==> src/decode_pkg.sv <==
`default_nettype none

package decode_pkg;

    ////////////////////////////////////////
    // Widths

    localparam int INSTR_WIDTH    = 32;
    localparam int PC_WIDTH       = 32;
    localparam int REG_ADDR_WIDTH = 5;
    localparam int REG_DATA_WIDTH = 32;
    localparam int ROB_ID_WIDTH   = 6;
    localparam int OPCODE_WIDTH   = 7;
    localparam int OFFSET_WIDTH   = 32;

    // Architectural registers
    localparam int NUM_REGS = 32;

    ////////////////////////////////////////
    // Instruction field positions

    // Opcode in 31..25
    localparam int OPCODE_LSB = 25;
    // Destination in 24..20
    localparam int RD_LSB     = 20;
    // First source in 19..15
    localparam int RA_LSB     = 15;
    // Second source in 14..10
    localparam int RB_LSB     = 10;
    // Immediate in 14..0, overlaps rb
    localparam int IMM_WIDTH  = 15;

    ////////////////////////////////////////
    // Types

    typedef logic [INSTR_WIDTH-1:0]    instr_t;
    typedef logic [PC_WIDTH-1:0]       pc_t;
    typedef logic [REG_ADDR_WIDTH-1:0] reg_addr_t;
    typedef logic [REG_DATA_WIDTH-1:0] reg_data_t;

    // Ticket space of 64 entries, wraps
    typedef logic [ROB_ID_WIDTH-1:0]   rob_id_t;

    // Immediate after zero extension
    typedef logic [OFFSET_WIDTH-1:0]   offset_t;

    // Any encoding outside this list is illegal
    typedef enum logic [OPCODE_WIDTH-1:0]
    {
        OP_NOP   = 7'd0,
        OP_ADD   = 7'd1,
        OP_SUB   = 7'd2,
        OP_AND   = 7'd3,
        OP_OR    = 7'd4,
        OP_ADDI  = 7'd5,
        OP_MUL   = 7'd6,
        OP_LOAD  = 7'd7,
        OP_STORE = 7'd8
    } opcode_t;

endpackage

`default_nettype wire

==> src/decoded_if.sv <==
`timescale 1ns/1ps
`default_nettype none

interface decoded_if;

    decode_pkg::opcode_t   opcode;
    decode_pkg::reg_addr_t rd_addr;
    decode_pkg::reg_addr_t ra_addr;
    // rb, or rd for a store
    decode_pkg::reg_addr_t src2_addr;
    logic                  uses_src1;
    logic                  uses_src2;
    logic                  writes_rd;
    logic                  is_mul;
    logic                  illegal;
    decode_pkg::offset_t   offset;

    modport source (output opcode, rd_addr, ra_addr, src2_addr, uses_src1,
                    uses_src2, writes_rd, is_mul, illegal, offset);

    // Dependency tracking
    modport sb_sink (input rd_addr, ra_addr, src2_addr, uses_src1, uses_src2, writes_rd);

    // Operand read addresses
    modport rf_sink (input ra_addr, src2_addr);

    // Payload fields and unit steering
    modport dispatch_sink (input opcode, rd_addr, is_mul, illegal, offset);

endinterface

`default_nettype wire

==> src/writeback_if.sv <==
`timescale 1ns/1ps
`default_nettype none

interface writeback_if;

    logic                  wb_valid;
    decode_pkg::reg_addr_t wb_addr;
    decode_pkg::reg_data_t wb_data;
    // Ticket of the instruction that produced wb_data
    decode_pkg::rob_id_t   wb_rob_id;

    modport receiver (input wb_valid, wb_addr, wb_data, wb_rob_id);

endinterface

`default_nettype wire

==> src/instr_decoder.sv <==
`timescale 1ns/1ps
`default_nettype none

module instr_decoder
(
    input  decode_pkg::instr_t instr,
    decoded_if.source          dec
);

    decode_pkg::opcode_t opcode;
    logic                is_alu_rr;
    logic                is_addi;
    logic                is_mul_op;
    logic                is_load;
    logic                is_store;
    logic                is_known;

    ////////////////////////////////////////
    // Field slicing

    assign opcode = decode_pkg::opcode_t'(
        instr[decode_pkg::OPCODE_LSB +: decode_pkg::OPCODE_WIDTH]);

    assign dec.opcode  = opcode;
    assign dec.rd_addr = instr[decode_pkg::RD_LSB +: decode_pkg::REG_ADDR_WIDTH];
    assign dec.ra_addr = instr[decode_pkg::RA_LSB +: decode_pkg::REG_ADDR_WIDTH];

    // Stores read the data to write from rd
    assign dec.src2_addr = is_store ? instr[decode_pkg::RD_LSB +: decode_pkg::REG_ADDR_WIDTH]
                                    : instr[decode_pkg::RB_LSB +: decode_pkg::REG_ADDR_WIDTH];

    assign dec.offset = {{(decode_pkg::OFFSET_WIDTH - decode_pkg::IMM_WIDTH){1'b0}},
                         instr[decode_pkg::IMM_WIDTH-1:0]};

    ////////////////////////////////////////
    // Opcode classes

    always_comb
    begin
        is_alu_rr = 1'b0;
        is_addi   = 1'b0;
        is_mul_op = 1'b0;
        is_load   = 1'b0;
        is_store  = 1'b0;
        is_known  = 1'b1;
        case (opcode)
            decode_pkg::OP_NOP:   is_known  = 1'b1;
            decode_pkg::OP_ADD,
            decode_pkg::OP_SUB,
            decode_pkg::OP_AND,
            decode_pkg::OP_OR:    is_alu_rr = 1'b1;
            decode_pkg::OP_ADDI:  is_addi   = 1'b1;
            decode_pkg::OP_MUL:   is_mul_op = 1'b1;
            decode_pkg::OP_LOAD:  is_load   = 1'b1;
            decode_pkg::OP_STORE: is_store  = 1'b1;
            default:              is_known  = 1'b0;
        endcase
    end

    assign dec.illegal = !is_known;
    assign dec.is_mul  = is_mul_op;

    // An illegal word sets no class and so neither reads nor writes registers
    assign dec.uses_src1 = is_alu_rr || is_addi || is_mul_op || is_load || is_store;
    assign dec.uses_src2 = is_alu_rr || is_mul_op || is_store;
    assign dec.writes_rd = is_alu_rr || is_addi || is_mul_op || is_load;

    // An illegal word must never reserve a destination in the scoreboard
    always_comb
    begin
        a_illegal_no_write: assert final (!(dec.illegal && dec.writes_rd))
            else $error("illegal instruction marked as writing rd");
    end

endmodule

`default_nettype wire

==> src/reg_file.sv <==
`timescale 1ns/1ps
`default_nettype none

module reg_file
(
    input  logic                  clock,
    input  logic                  reset,
    decoded_if.rf_sink            dec,
    writeback_if.receiver         wb,
    output decode_pkg::reg_data_t ra_data,
    output decode_pkg::reg_data_t rb_data
);

    decode_pkg::reg_data_t regs [decode_pkg::NUM_REGS];
    logic                  bypass_a;
    logic                  bypass_b;

    ////////////////////////////////////////
    // Write port

    always_ff @(posedge clock)
    begin
        if (reset)
        begin
            for (int i = 0; i < decode_pkg::NUM_REGS; i++)
            begin
                regs[i] <= '0;
            end
        end
        else if (wb.wb_valid)
        begin
            regs[wb.wb_addr] <= wb.wb_data;
        end
    end

    ////////////////////////////////////////
    // Read ports with writeback bypass

    assign bypass_a = wb.wb_valid && (wb.wb_addr == dec.ra_addr);
    assign bypass_b = wb.wb_valid && (wb.wb_addr == dec.src2_addr);

    // Same-cycle write wins over the stored value
    assign ra_data = bypass_a ? wb.wb_data : regs[dec.ra_addr];
    assign rb_data = bypass_b ? wb.wb_data : regs[dec.src2_addr];

endmodule

`default_nettype wire

==> src/scoreboard.sv <==
`timescale 1ns/1ps
`default_nettype none

module scoreboard
(
    input  logic                clock,
    input  logic                reset,
    input  logic                flush,
    input  logic                accept,
    decoded_if.sb_sink          dec,
    writeback_if.receiver       wb,
    output decode_pkg::rob_id_t rob_id,
    output decode_pkg::rob_id_t ticket_src1,
    output decode_pkg::rob_id_t ticket_src2,
    output logic                blocked_src1,
    output logic                blocked_src2
);

    // One bit per register that waits for an older result
    logic [decode_pkg::NUM_REGS-1:0] blocked;
    // Ticket of the youngest writer of each register
    decode_pkg::rob_id_t             tickets [decode_pkg::NUM_REGS];
    decode_pkg::rob_id_t             tail;
    logic                            wb_retires;
    logic                            wb_frees_src1;
    logic                            wb_frees_src2;

    ////////////////////////////////////////
    // Lookup

    // Only the writer holding the current ticket releases a register
    assign wb_retires    = wb.wb_valid && (tickets[wb.wb_addr] == wb.wb_rob_id);
    assign wb_frees_src1 = wb_retires && (wb.wb_addr == dec.ra_addr);
    assign wb_frees_src2 = wb_retires && (wb.wb_addr == dec.src2_addr);

    assign ticket_src1 = tickets[dec.ra_addr];
    assign ticket_src2 = tickets[dec.src2_addr];

    assign blocked_src1 = dec.uses_src1 && blocked[dec.ra_addr] && !wb_frees_src1;
    assign blocked_src2 = dec.uses_src2 && blocked[dec.src2_addr] && !wb_frees_src2;

    assign rob_id = tail;

    ////////////////////////////////////////
    // Updates

    always_ff @(posedge clock)
    begin
        if (reset || flush)
        begin
            blocked <= '0;
            tail    <= '0;
        end
        else
        begin
            if (wb_retires)
            begin
                blocked[wb.wb_addr] <= 1'b0;
            end
            // New reservation overrides a release of the same register
            if (accept)
            begin
                tail <= tail + 1'b1;
                if (dec.writes_rd)
                begin
                    blocked[dec.rd_addr] <= 1'b1;
                end
            end
        end
    end

    always_ff @(posedge clock)
    begin
        if (reset)
        begin
            for (int i = 0; i < decode_pkg::NUM_REGS; i++)
            begin
                tickets[i] <= '0;
            end
        end
        else if (accept && dec.writes_rd)
        begin
            tickets[dec.rd_addr] <= tail;
        end
    end

    // Top level must mask accept with flush
    a_no_accept_on_flush: assert property (@(posedge clock) disable iff (reset)
        !(accept && flush))
        else $error("instruction accepted during flush");

endmodule

`default_nettype wire

==> src/dispatch_stage.sv <==
`timescale 1ns/1ps
`default_nettype none

module dispatch_stage
(
    input  logic                  clock,
    input  logic                  reset,
    input  logic                  stall,
    input  logic                  flush,
    input  logic                  accept,
    decoded_if.dispatch_sink      dec,
    input  decode_pkg::pc_t       pc,
    input  decode_pkg::reg_data_t ra_data,
    input  decode_pkg::reg_data_t rb_data,
    input  decode_pkg::rob_id_t   rob_id,
    input  decode_pkg::rob_id_t   ticket_src1,
    input  decode_pkg::rob_id_t   ticket_src2,
    input  logic                  blocked_src1,
    input  logic                  blocked_src2,

    output logic                  alu_valid,
    output logic                  mul_valid,

    output decode_pkg::opcode_t   issue_opcode,
    output decode_pkg::reg_addr_t issue_rd,
    output decode_pkg::reg_data_t issue_ra_data,
    output decode_pkg::reg_data_t issue_rb_data,
    output decode_pkg::offset_t   issue_offset,
    output decode_pkg::pc_t       issue_pc,
    output decode_pkg::rob_id_t   issue_rob_id,
    output decode_pkg::rob_id_t   issue_ticket_src1,
    output decode_pkg::rob_id_t   issue_ticket_src2,
    output logic                  issue_blocked_src1,
    output logic                  issue_blocked_src2,
    output logic                  issue_illegal
);

    ////////////////////////////////////////
    // Valid bits

    always_ff @(posedge clock)
    begin
        if (reset || flush)
        begin
            alu_valid <= 1'b0;
            mul_valid <= 1'b0;
        end
        else if (accept)
        begin
            // Illegal opcodes go to the ALU to raise the fault
            alu_valid <= !dec.is_mul;
            mul_valid <= dec.is_mul;
        end
        else if (!stall)
        begin
            alu_valid <= 1'b0;
            mul_valid <= 1'b0;
        end
    end

    ////////////////////////////////////////
    // Shared payload for both units

    always_ff @(posedge clock)
    begin
        if (accept)
        begin
            issue_opcode       <= dec.opcode;
            issue_rd           <= dec.rd_addr;
            issue_ra_data      <= ra_data;
            issue_rb_data      <= rb_data;
            issue_offset       <= dec.offset;
            issue_pc           <= pc;
            issue_rob_id       <= rob_id;
            issue_ticket_src1  <= ticket_src1;
            issue_ticket_src2  <= ticket_src2;
            issue_blocked_src1 <= blocked_src1;
            issue_blocked_src2 <= blocked_src2;
            issue_illegal      <= dec.illegal;
        end
    end

    a_one_unit: assert property (@(posedge clock) disable iff (reset)
        !(alu_valid && mul_valid))
        else $error("ALU and multiplier issued in the same cycle");

endmodule

`default_nettype wire

==> src/decode_top.sv <==
`timescale 1ns/1ps
`default_nettype none

module decode_top
(
    input  logic                  clock,
    input  logic                  reset,
    input  logic                  stall,
    input  logic                  flush,

    // Fetched instruction
    input  logic                  fetch_valid,
    input  decode_pkg::instr_t    fetch_instr,
    input  decode_pkg::pc_t       fetch_pc,

    // Register file write
    input  logic                  wb_valid,
    input  decode_pkg::reg_addr_t wb_addr,
    input  decode_pkg::reg_data_t wb_data,
    input  decode_pkg::rob_id_t   wb_rob_id,

    // Issue to ALU or multiplier
    output logic                  alu_valid,
    output logic                  mul_valid,
    output decode_pkg::opcode_t   issue_opcode,
    output decode_pkg::reg_addr_t issue_rd,
    output decode_pkg::reg_data_t issue_ra_data,
    output decode_pkg::reg_data_t issue_rb_data,
    output decode_pkg::offset_t   issue_offset,
    output decode_pkg::pc_t       issue_pc,
    output decode_pkg::rob_id_t   issue_rob_id,
    output decode_pkg::rob_id_t   issue_ticket_src1,
    output decode_pkg::rob_id_t   issue_ticket_src2,
    output logic                  issue_blocked_src1,
    output logic                  issue_blocked_src2,
    output logic                  issue_illegal
);

    decoded_if   dec_bus ();
    writeback_if wb_bus ();

    logic                  accept;
    decode_pkg::reg_data_t ra_data;
    decode_pkg::reg_data_t rb_data;
    decode_pkg::rob_id_t   rob_id;
    decode_pkg::rob_id_t   ticket_src1;
    decode_pkg::rob_id_t   ticket_src2;
    logic                  blocked_src1;
    logic                  blocked_src2;

    // Single acceptance condition for every stateful block
    assign accept = fetch_valid && !stall && !flush;

    assign wb_bus.wb_valid  = wb_valid;
    assign wb_bus.wb_addr   = wb_addr;
    assign wb_bus.wb_data   = wb_data;
    assign wb_bus.wb_rob_id = wb_rob_id;

    ////////////////////////////////////////
    // Blocks

    instr_decoder i_instr_decoder
    (
        .instr (fetch_instr),
        .dec   (dec_bus)
    );

    reg_file i_reg_file
    (
        .clock   (clock),
        .reset   (reset),
        .dec     (dec_bus),
        .wb      (wb_bus),
        .ra_data (ra_data),
        .rb_data (rb_data)
    );

    scoreboard i_scoreboard
    (
        .clock        (clock),
        .reset        (reset),
        .flush        (flush),
        .accept       (accept),
        .dec          (dec_bus),
        .wb           (wb_bus),
        .rob_id       (rob_id),
        .ticket_src1  (ticket_src1),
        .ticket_src2  (ticket_src2),
        .blocked_src1 (blocked_src1),
        .blocked_src2 (blocked_src2)
    );

    dispatch_stage i_dispatch_stage
    (
        .clock              (clock),
        .reset              (reset),
        .stall              (stall),
        .flush              (flush),
        .accept             (accept),
        .dec                (dec_bus),
        .pc                 (fetch_pc),
        .ra_data            (ra_data),
        .rb_data            (rb_data),
        .rob_id             (rob_id),
        .ticket_src1        (ticket_src1),
        .ticket_src2        (ticket_src2),
        .blocked_src1       (blocked_src1),
        .blocked_src2       (blocked_src2),
        .alu_valid          (alu_valid),
        .mul_valid          (mul_valid),
        .issue_opcode       (issue_opcode),
        .issue_rd           (issue_rd),
        .issue_ra_data      (issue_ra_data),
        .issue_rb_data      (issue_rb_data),
        .issue_offset       (issue_offset),
        .issue_pc           (issue_pc),
        .issue_rob_id       (issue_rob_id),
        .issue_ticket_src1  (issue_ticket_src1),
        .issue_ticket_src2  (issue_ticket_src2),
        .issue_blocked_src1 (issue_blocked_src1),
        .issue_blocked_src2 (issue_blocked_src2),
        .issue_illegal      (issue_illegal)
    );

endmodule

`default_nettype wire

==> config.mk <==
export PLATFORM = sky130hd
export DESIGN_NAME = decode_top
export DESIGN_NICKNAME = d
export VERILOG_FILES = /design/src/decode_pkg.sv /design/src/decoded_if.sv /design/src/writeback_if.sv /design/src/instr_decoder.sv /design/src/reg_file.sv /design/src/scoreboard.sv /design/src/dispatch_stage.sv /design/src/decode_top.sv
export SDC_FILE = /design/constraint.sdc
export NUM_CORES = 2
export LEC_CHECK = 0
export BUFFER_PORTS_ARGS = -buffer_cell sky130_fd_sc_hd__buf_4
export CAP_MARGIN = 30
export CORE_MARGIN = 1
export CORE_UTILIZATION = 50
export DETAILED_ROUTE_END_ITERATION = 10
export HOLD_SLACK_MARGIN = 0.08
export PLACE_DENSITY = 0.67
export SLEW_MARGIN = 20
export SYNTH_ARGS = -nofsm -noshare
export SYNTH_HDL_FRONTEND = slang
export SYNTH_SLANG_ARGS = --single-unit
==> constraint.sdc <==
create_clock -name clock -period 9.5 [get_ports clock]
set_input_delay 1.425 -clock clock [delete_from_list [all_inputs] [get_ports clock]]
set_output_delay 1.425 -clock clock [all_outputs]
set_load 0.05 [all_outputs]
==> metrics.md <==
| Metric | Value |
|---|---|
| RSZ-0062 raised after global routing | false |
| Vias per Instance | 6.655 |
| Core area | 148400 um^2 |
| Die width | 389.3 um |
| GP Congestion | 0.9861 |
| Final worst path period share | roughly 58% |
| Seq/Total Area, Yosys | 55.51% |
| Wire per inst | roughly 32 um |
| Max layer used | met5 |
| Sequential power share | 48.2% |
| Synth top area share | 54.44% |
| Total number of vias | 55.73k |
| Met2 WL | about 120000 um |
| Met3 WL | 34990 um |
| Post-route cell area | 83630 um^2 |
| Max Freq | 182.2 MHz |
| Post-CTS Hold Buffers | 0 |
| First-pass GRT wire length | around 380000 um |
| Flops & latches, synth | between 1k and 1.5k |
| Maxcap violations | 0 |
| Cts repair resizes | 0 |
| Synth async-reset ratio | 0% |
| Final ANT Viol Nets | 0 |
| Clock power frac | ~39% |
| CTS Sinks | 1400 |
| M1 WL | around 96000 um |
| Net switching power | 3.996 mW |
| Placed cell areas | 78640 um^2 |
| Nets | 6357 |
| Longest Clk Path Bufs | 3 |
| Worst Setup Start Kind | primary input |
| Pleak | 29.91 nW |
| Post-CTS Setup Inserts | 0 |
| Post-synth EDFFs | 1360 |
| Slew headroom | 23.51% |
| Clk Latency, worst-skew pair | just over 0.8 ns |
| Worst vdd ir | 202.3 uV |
| Crit path time final | between 5 and 6 ns |
| Pint | 11.10 mW |
| CTS H-tree lvls | 4 |
| HP Start | i_dispatch_stage.mul_valid$_SDFFE_PP0P_ |
| HP Class | reg -> reg |
| GRT Overall Usage | 34.69% |
| Synthesis Warnings | 0 |
| Synth-to-layout area growth | 11.49% |
| Share of layout cells above drive strength 1 | ~18% |
| Sw frac | 26.48% |
| Netlist cell types | 66 |
| Endpoint, Worst Hold | i_dispatch_stage.mul_valid$_SDFFE_PP0P_ |
| Largest area contributor in the netlist | edfxtp_1 |
| Hold Path Stages | 2 |
| IO Port Bufs | around 260 |
| CTS tree | yes |
| Slew Viols, Final | 0 |
| Critical path endpoint category | flip-flop |
| DRC viols | 0 |
| Area of the mapped netlist | 75020 um^2 |
| Most frequent cells in the layout | 1360 x edfxtp_1, 1217 x and2_1, 1020 x nand2_1, 390 x mux4_2, 369 x buf_4 |
| Routed wire length | about 270000 um |
| Post-Syn Instances | about 6.3k |
| Setup_tns | 0 ns |
| Top FF cell, synth | edfxtp_1 |
| 1st-iter DRT viols | 8138 |
| FP Rows | 141 |
| Largest net degree at the start of global routing | 170 |
| Max FO, Critical Path | 38 |
| CTS Buf Count | between 150 and 200 |
| DRT Pass-1 Iters | 7 |
| Initial Util | 50.56% |
| Reg2Reg Launch Point | i_scoreboard.tickets[5][5]$_SDFFCE_PN0P_ |
| Reg2Reg Depth | 8 |
| Cell Pwr Density | 180.4 nW/um^2 |
| Clock transition at the registers of the reported paths | 0.06 ns |
| Initial antenna violation count | 18 |
| Commonest non-fill, non-tap cell in the layout | edfxtp_1 |
| GRT overflow | 0 |
| Critical Path RT | roughly 10 ns |
| Final HPWL DP | around 160000 um |
| R2R setup slack | 5.77 ns |
| Die H | about 390 um |
| Average size of a mapped cell | 11.93 um^2 |
| CP arrival | 5.99 ns |
| Die area | approximately 150000 um^2 |
| Reg-to-Reg End | i_scoreboard.blocked[21]$_SDFF_PP0_ |
| Largest cells by area after synthesis | edfxtp_1 54%, mux4_2 12%, and2_1 10% |
| Clk root buf | clkbuf_16 |
| Final setup fails | 0 |
| Boundary Pins | 276 |
| Final hold vios | 0 |
| Worst setup path class | in -> reg |
| Vias in the first global route | 53.73k |
| Comb power frac | 12.5% |
| Clock Skews | 0.03384 ns |
| Status | finished, final reports clean |
| Measured slew at the worst slew-check pin | 1.140 ns |
[kinds of logic after synthesis]
logic type,synth area share (%)
other,0.004999
DFF,55.51
and+or+nand+nor,19.89
xor gates and xnor gates,0.1635
AOI/OAI and AO/OA,6.693
buffers and inverters,3.289
muxes,14.43
adders and majority gates,0.01668
[Yosys cell counts, types with 37 or more instances]
master / n
and3_1: 79
o22ai_1: 92
o21ai_0: 69
nand2_1: 1028
nand4_1: 37
a21oi_1: 199
buf_2: 37
a31oi_1: 144
edfxtp_1: 1360
buf_1: 80
mux2i_1: 196
dfxtp_1: 40
or2_2: 56
clkbuf_1: 480
nand3_1: 189
nor2_1: 180
a311oi_1: 86
and2_1: 1219
a22o_1: 95
a211oi_1: 47
mux4_2: 390
[power by group through the flow]
stage | registers, mW | logic, mW | clock network, mW
after floorplan | 7.40 | 1.06 | 0
after CTS | 7.26 | 1.82 | 5.97
after detailed placement | 7.39 | 1.82 | 0
final | 7.27 | 1.88 | 5.94
after global placement | 7.37 | 1.79 | 0
after global routing | 7.30 | 1.94 | 6.19
[critical path, cell delays in order]
cell and delay (ns):
buf_4 0.14, or4b_2 0.72, o21ai_0 0.56, and2_4 0.75, a2111o_2 0.28, buf_4 0.55
nand2_2 0.08, buf_4 0.36, a211oi_1 1.02, a311oi_1 0.07
[final cells by class]
| class | instances | area [um^2] |
|---|---|---|
| antenna | 5 | 12.51 |
| clock buffer | 190 | 4031 |
| clock inverter | 91 | 868.3 |
| fill | 12038 | 64740 |
| inverter | 5 | 18.77 |
| multi-input combinational | 4284 | 31320 |
| sequential | 1400 | 41640 |
| tap | 2002 | 2505 |
| timing repair buffer | 397 | 3229 |
[stage by stage]
stage | total power, mW | setup WS, ns | cells | hold slack [ns] | utilization (%)
after floorplan | 8.469 | 1.866 | 6306 | 0.4064 | -
after detailed placement | 9.206 | 3.431 | 8081 | 0.4520 | 53.00
after global placement | 9.162 | 3.411 | 8072 | 0.4494 | 52.89
final | 15.09 | 4.013 | 8374 | 0.4608 | 56.37
after global routing | 15.43 | 4.084 | 8372 | 0.4947 | 56.36
after CTS | 15.05 | 4.294 | 8362 | 0.4622 | 56.30
[per-layer routing]
layer	track usage (%)	vias up
met5	0	-
met4	17.83	10
met3	9.222	936
met2	53.35	4333
met1	45.30	27488
li1	-	22960
[worst max-delay path by stage]
stage | start | to
after global routing | fetch_instr[26] | i_dispatch_stage.issue_rb_data[31]$_DFFE_PP_
after CTS | fetch_instr[26] | i_dispatch_stage.issue_rb_data[17]$_DFFE_PP_
final | fetch_instr[26] | i_dispatch_stage.issue_rb_data[31]$_DFFE_PP_
after floorplan | stall | i_scoreboard.tickets[2][0]$_SDFFCE_PN0P_
after global placement | fetch_instr[26] | i_dispatch_stage.issue_rb_data[1]$_DFFE_PP_
after detailed placement | fetch_instr[26] | i_dispatch_stage.issue_rb_data[6]$_DFFE_PP_
[state kept, by name, summed over array words and instances, names as in the netlist]
register and count:
i_dispatch_stage.alu_valid 1, i_dispatch_stage.issue_blocked_src1 1, i_dispatch_stage.issue_blocked_src2 1, i_dispatch_stage.issue_illegal 1, i_dispatch_stage.issue_offset 15, i_dispatch_stage.issue_opcode 7
i_dispatch_stage.issue_pc 32, i_dispatch_stage.issue_ra_data 32, i_dispatch_stage.issue_rb_data 32, i_dispatch_stage.issue_rd 5, i_dispatch_stage.issue_rob_id 6, i_dispatch_stage.issue_ticket_src1 6
i_dispatch_stage.issue_ticket_src2 6, i_dispatch_stage.mul_valid 1, i_reg_file.regs 1024, i_scoreboard.blocked 32, i_scoreboard.rob_id 6, i_scoreboard.tickets 192
No activity file was read; power rests on OpenSTA's default activity.
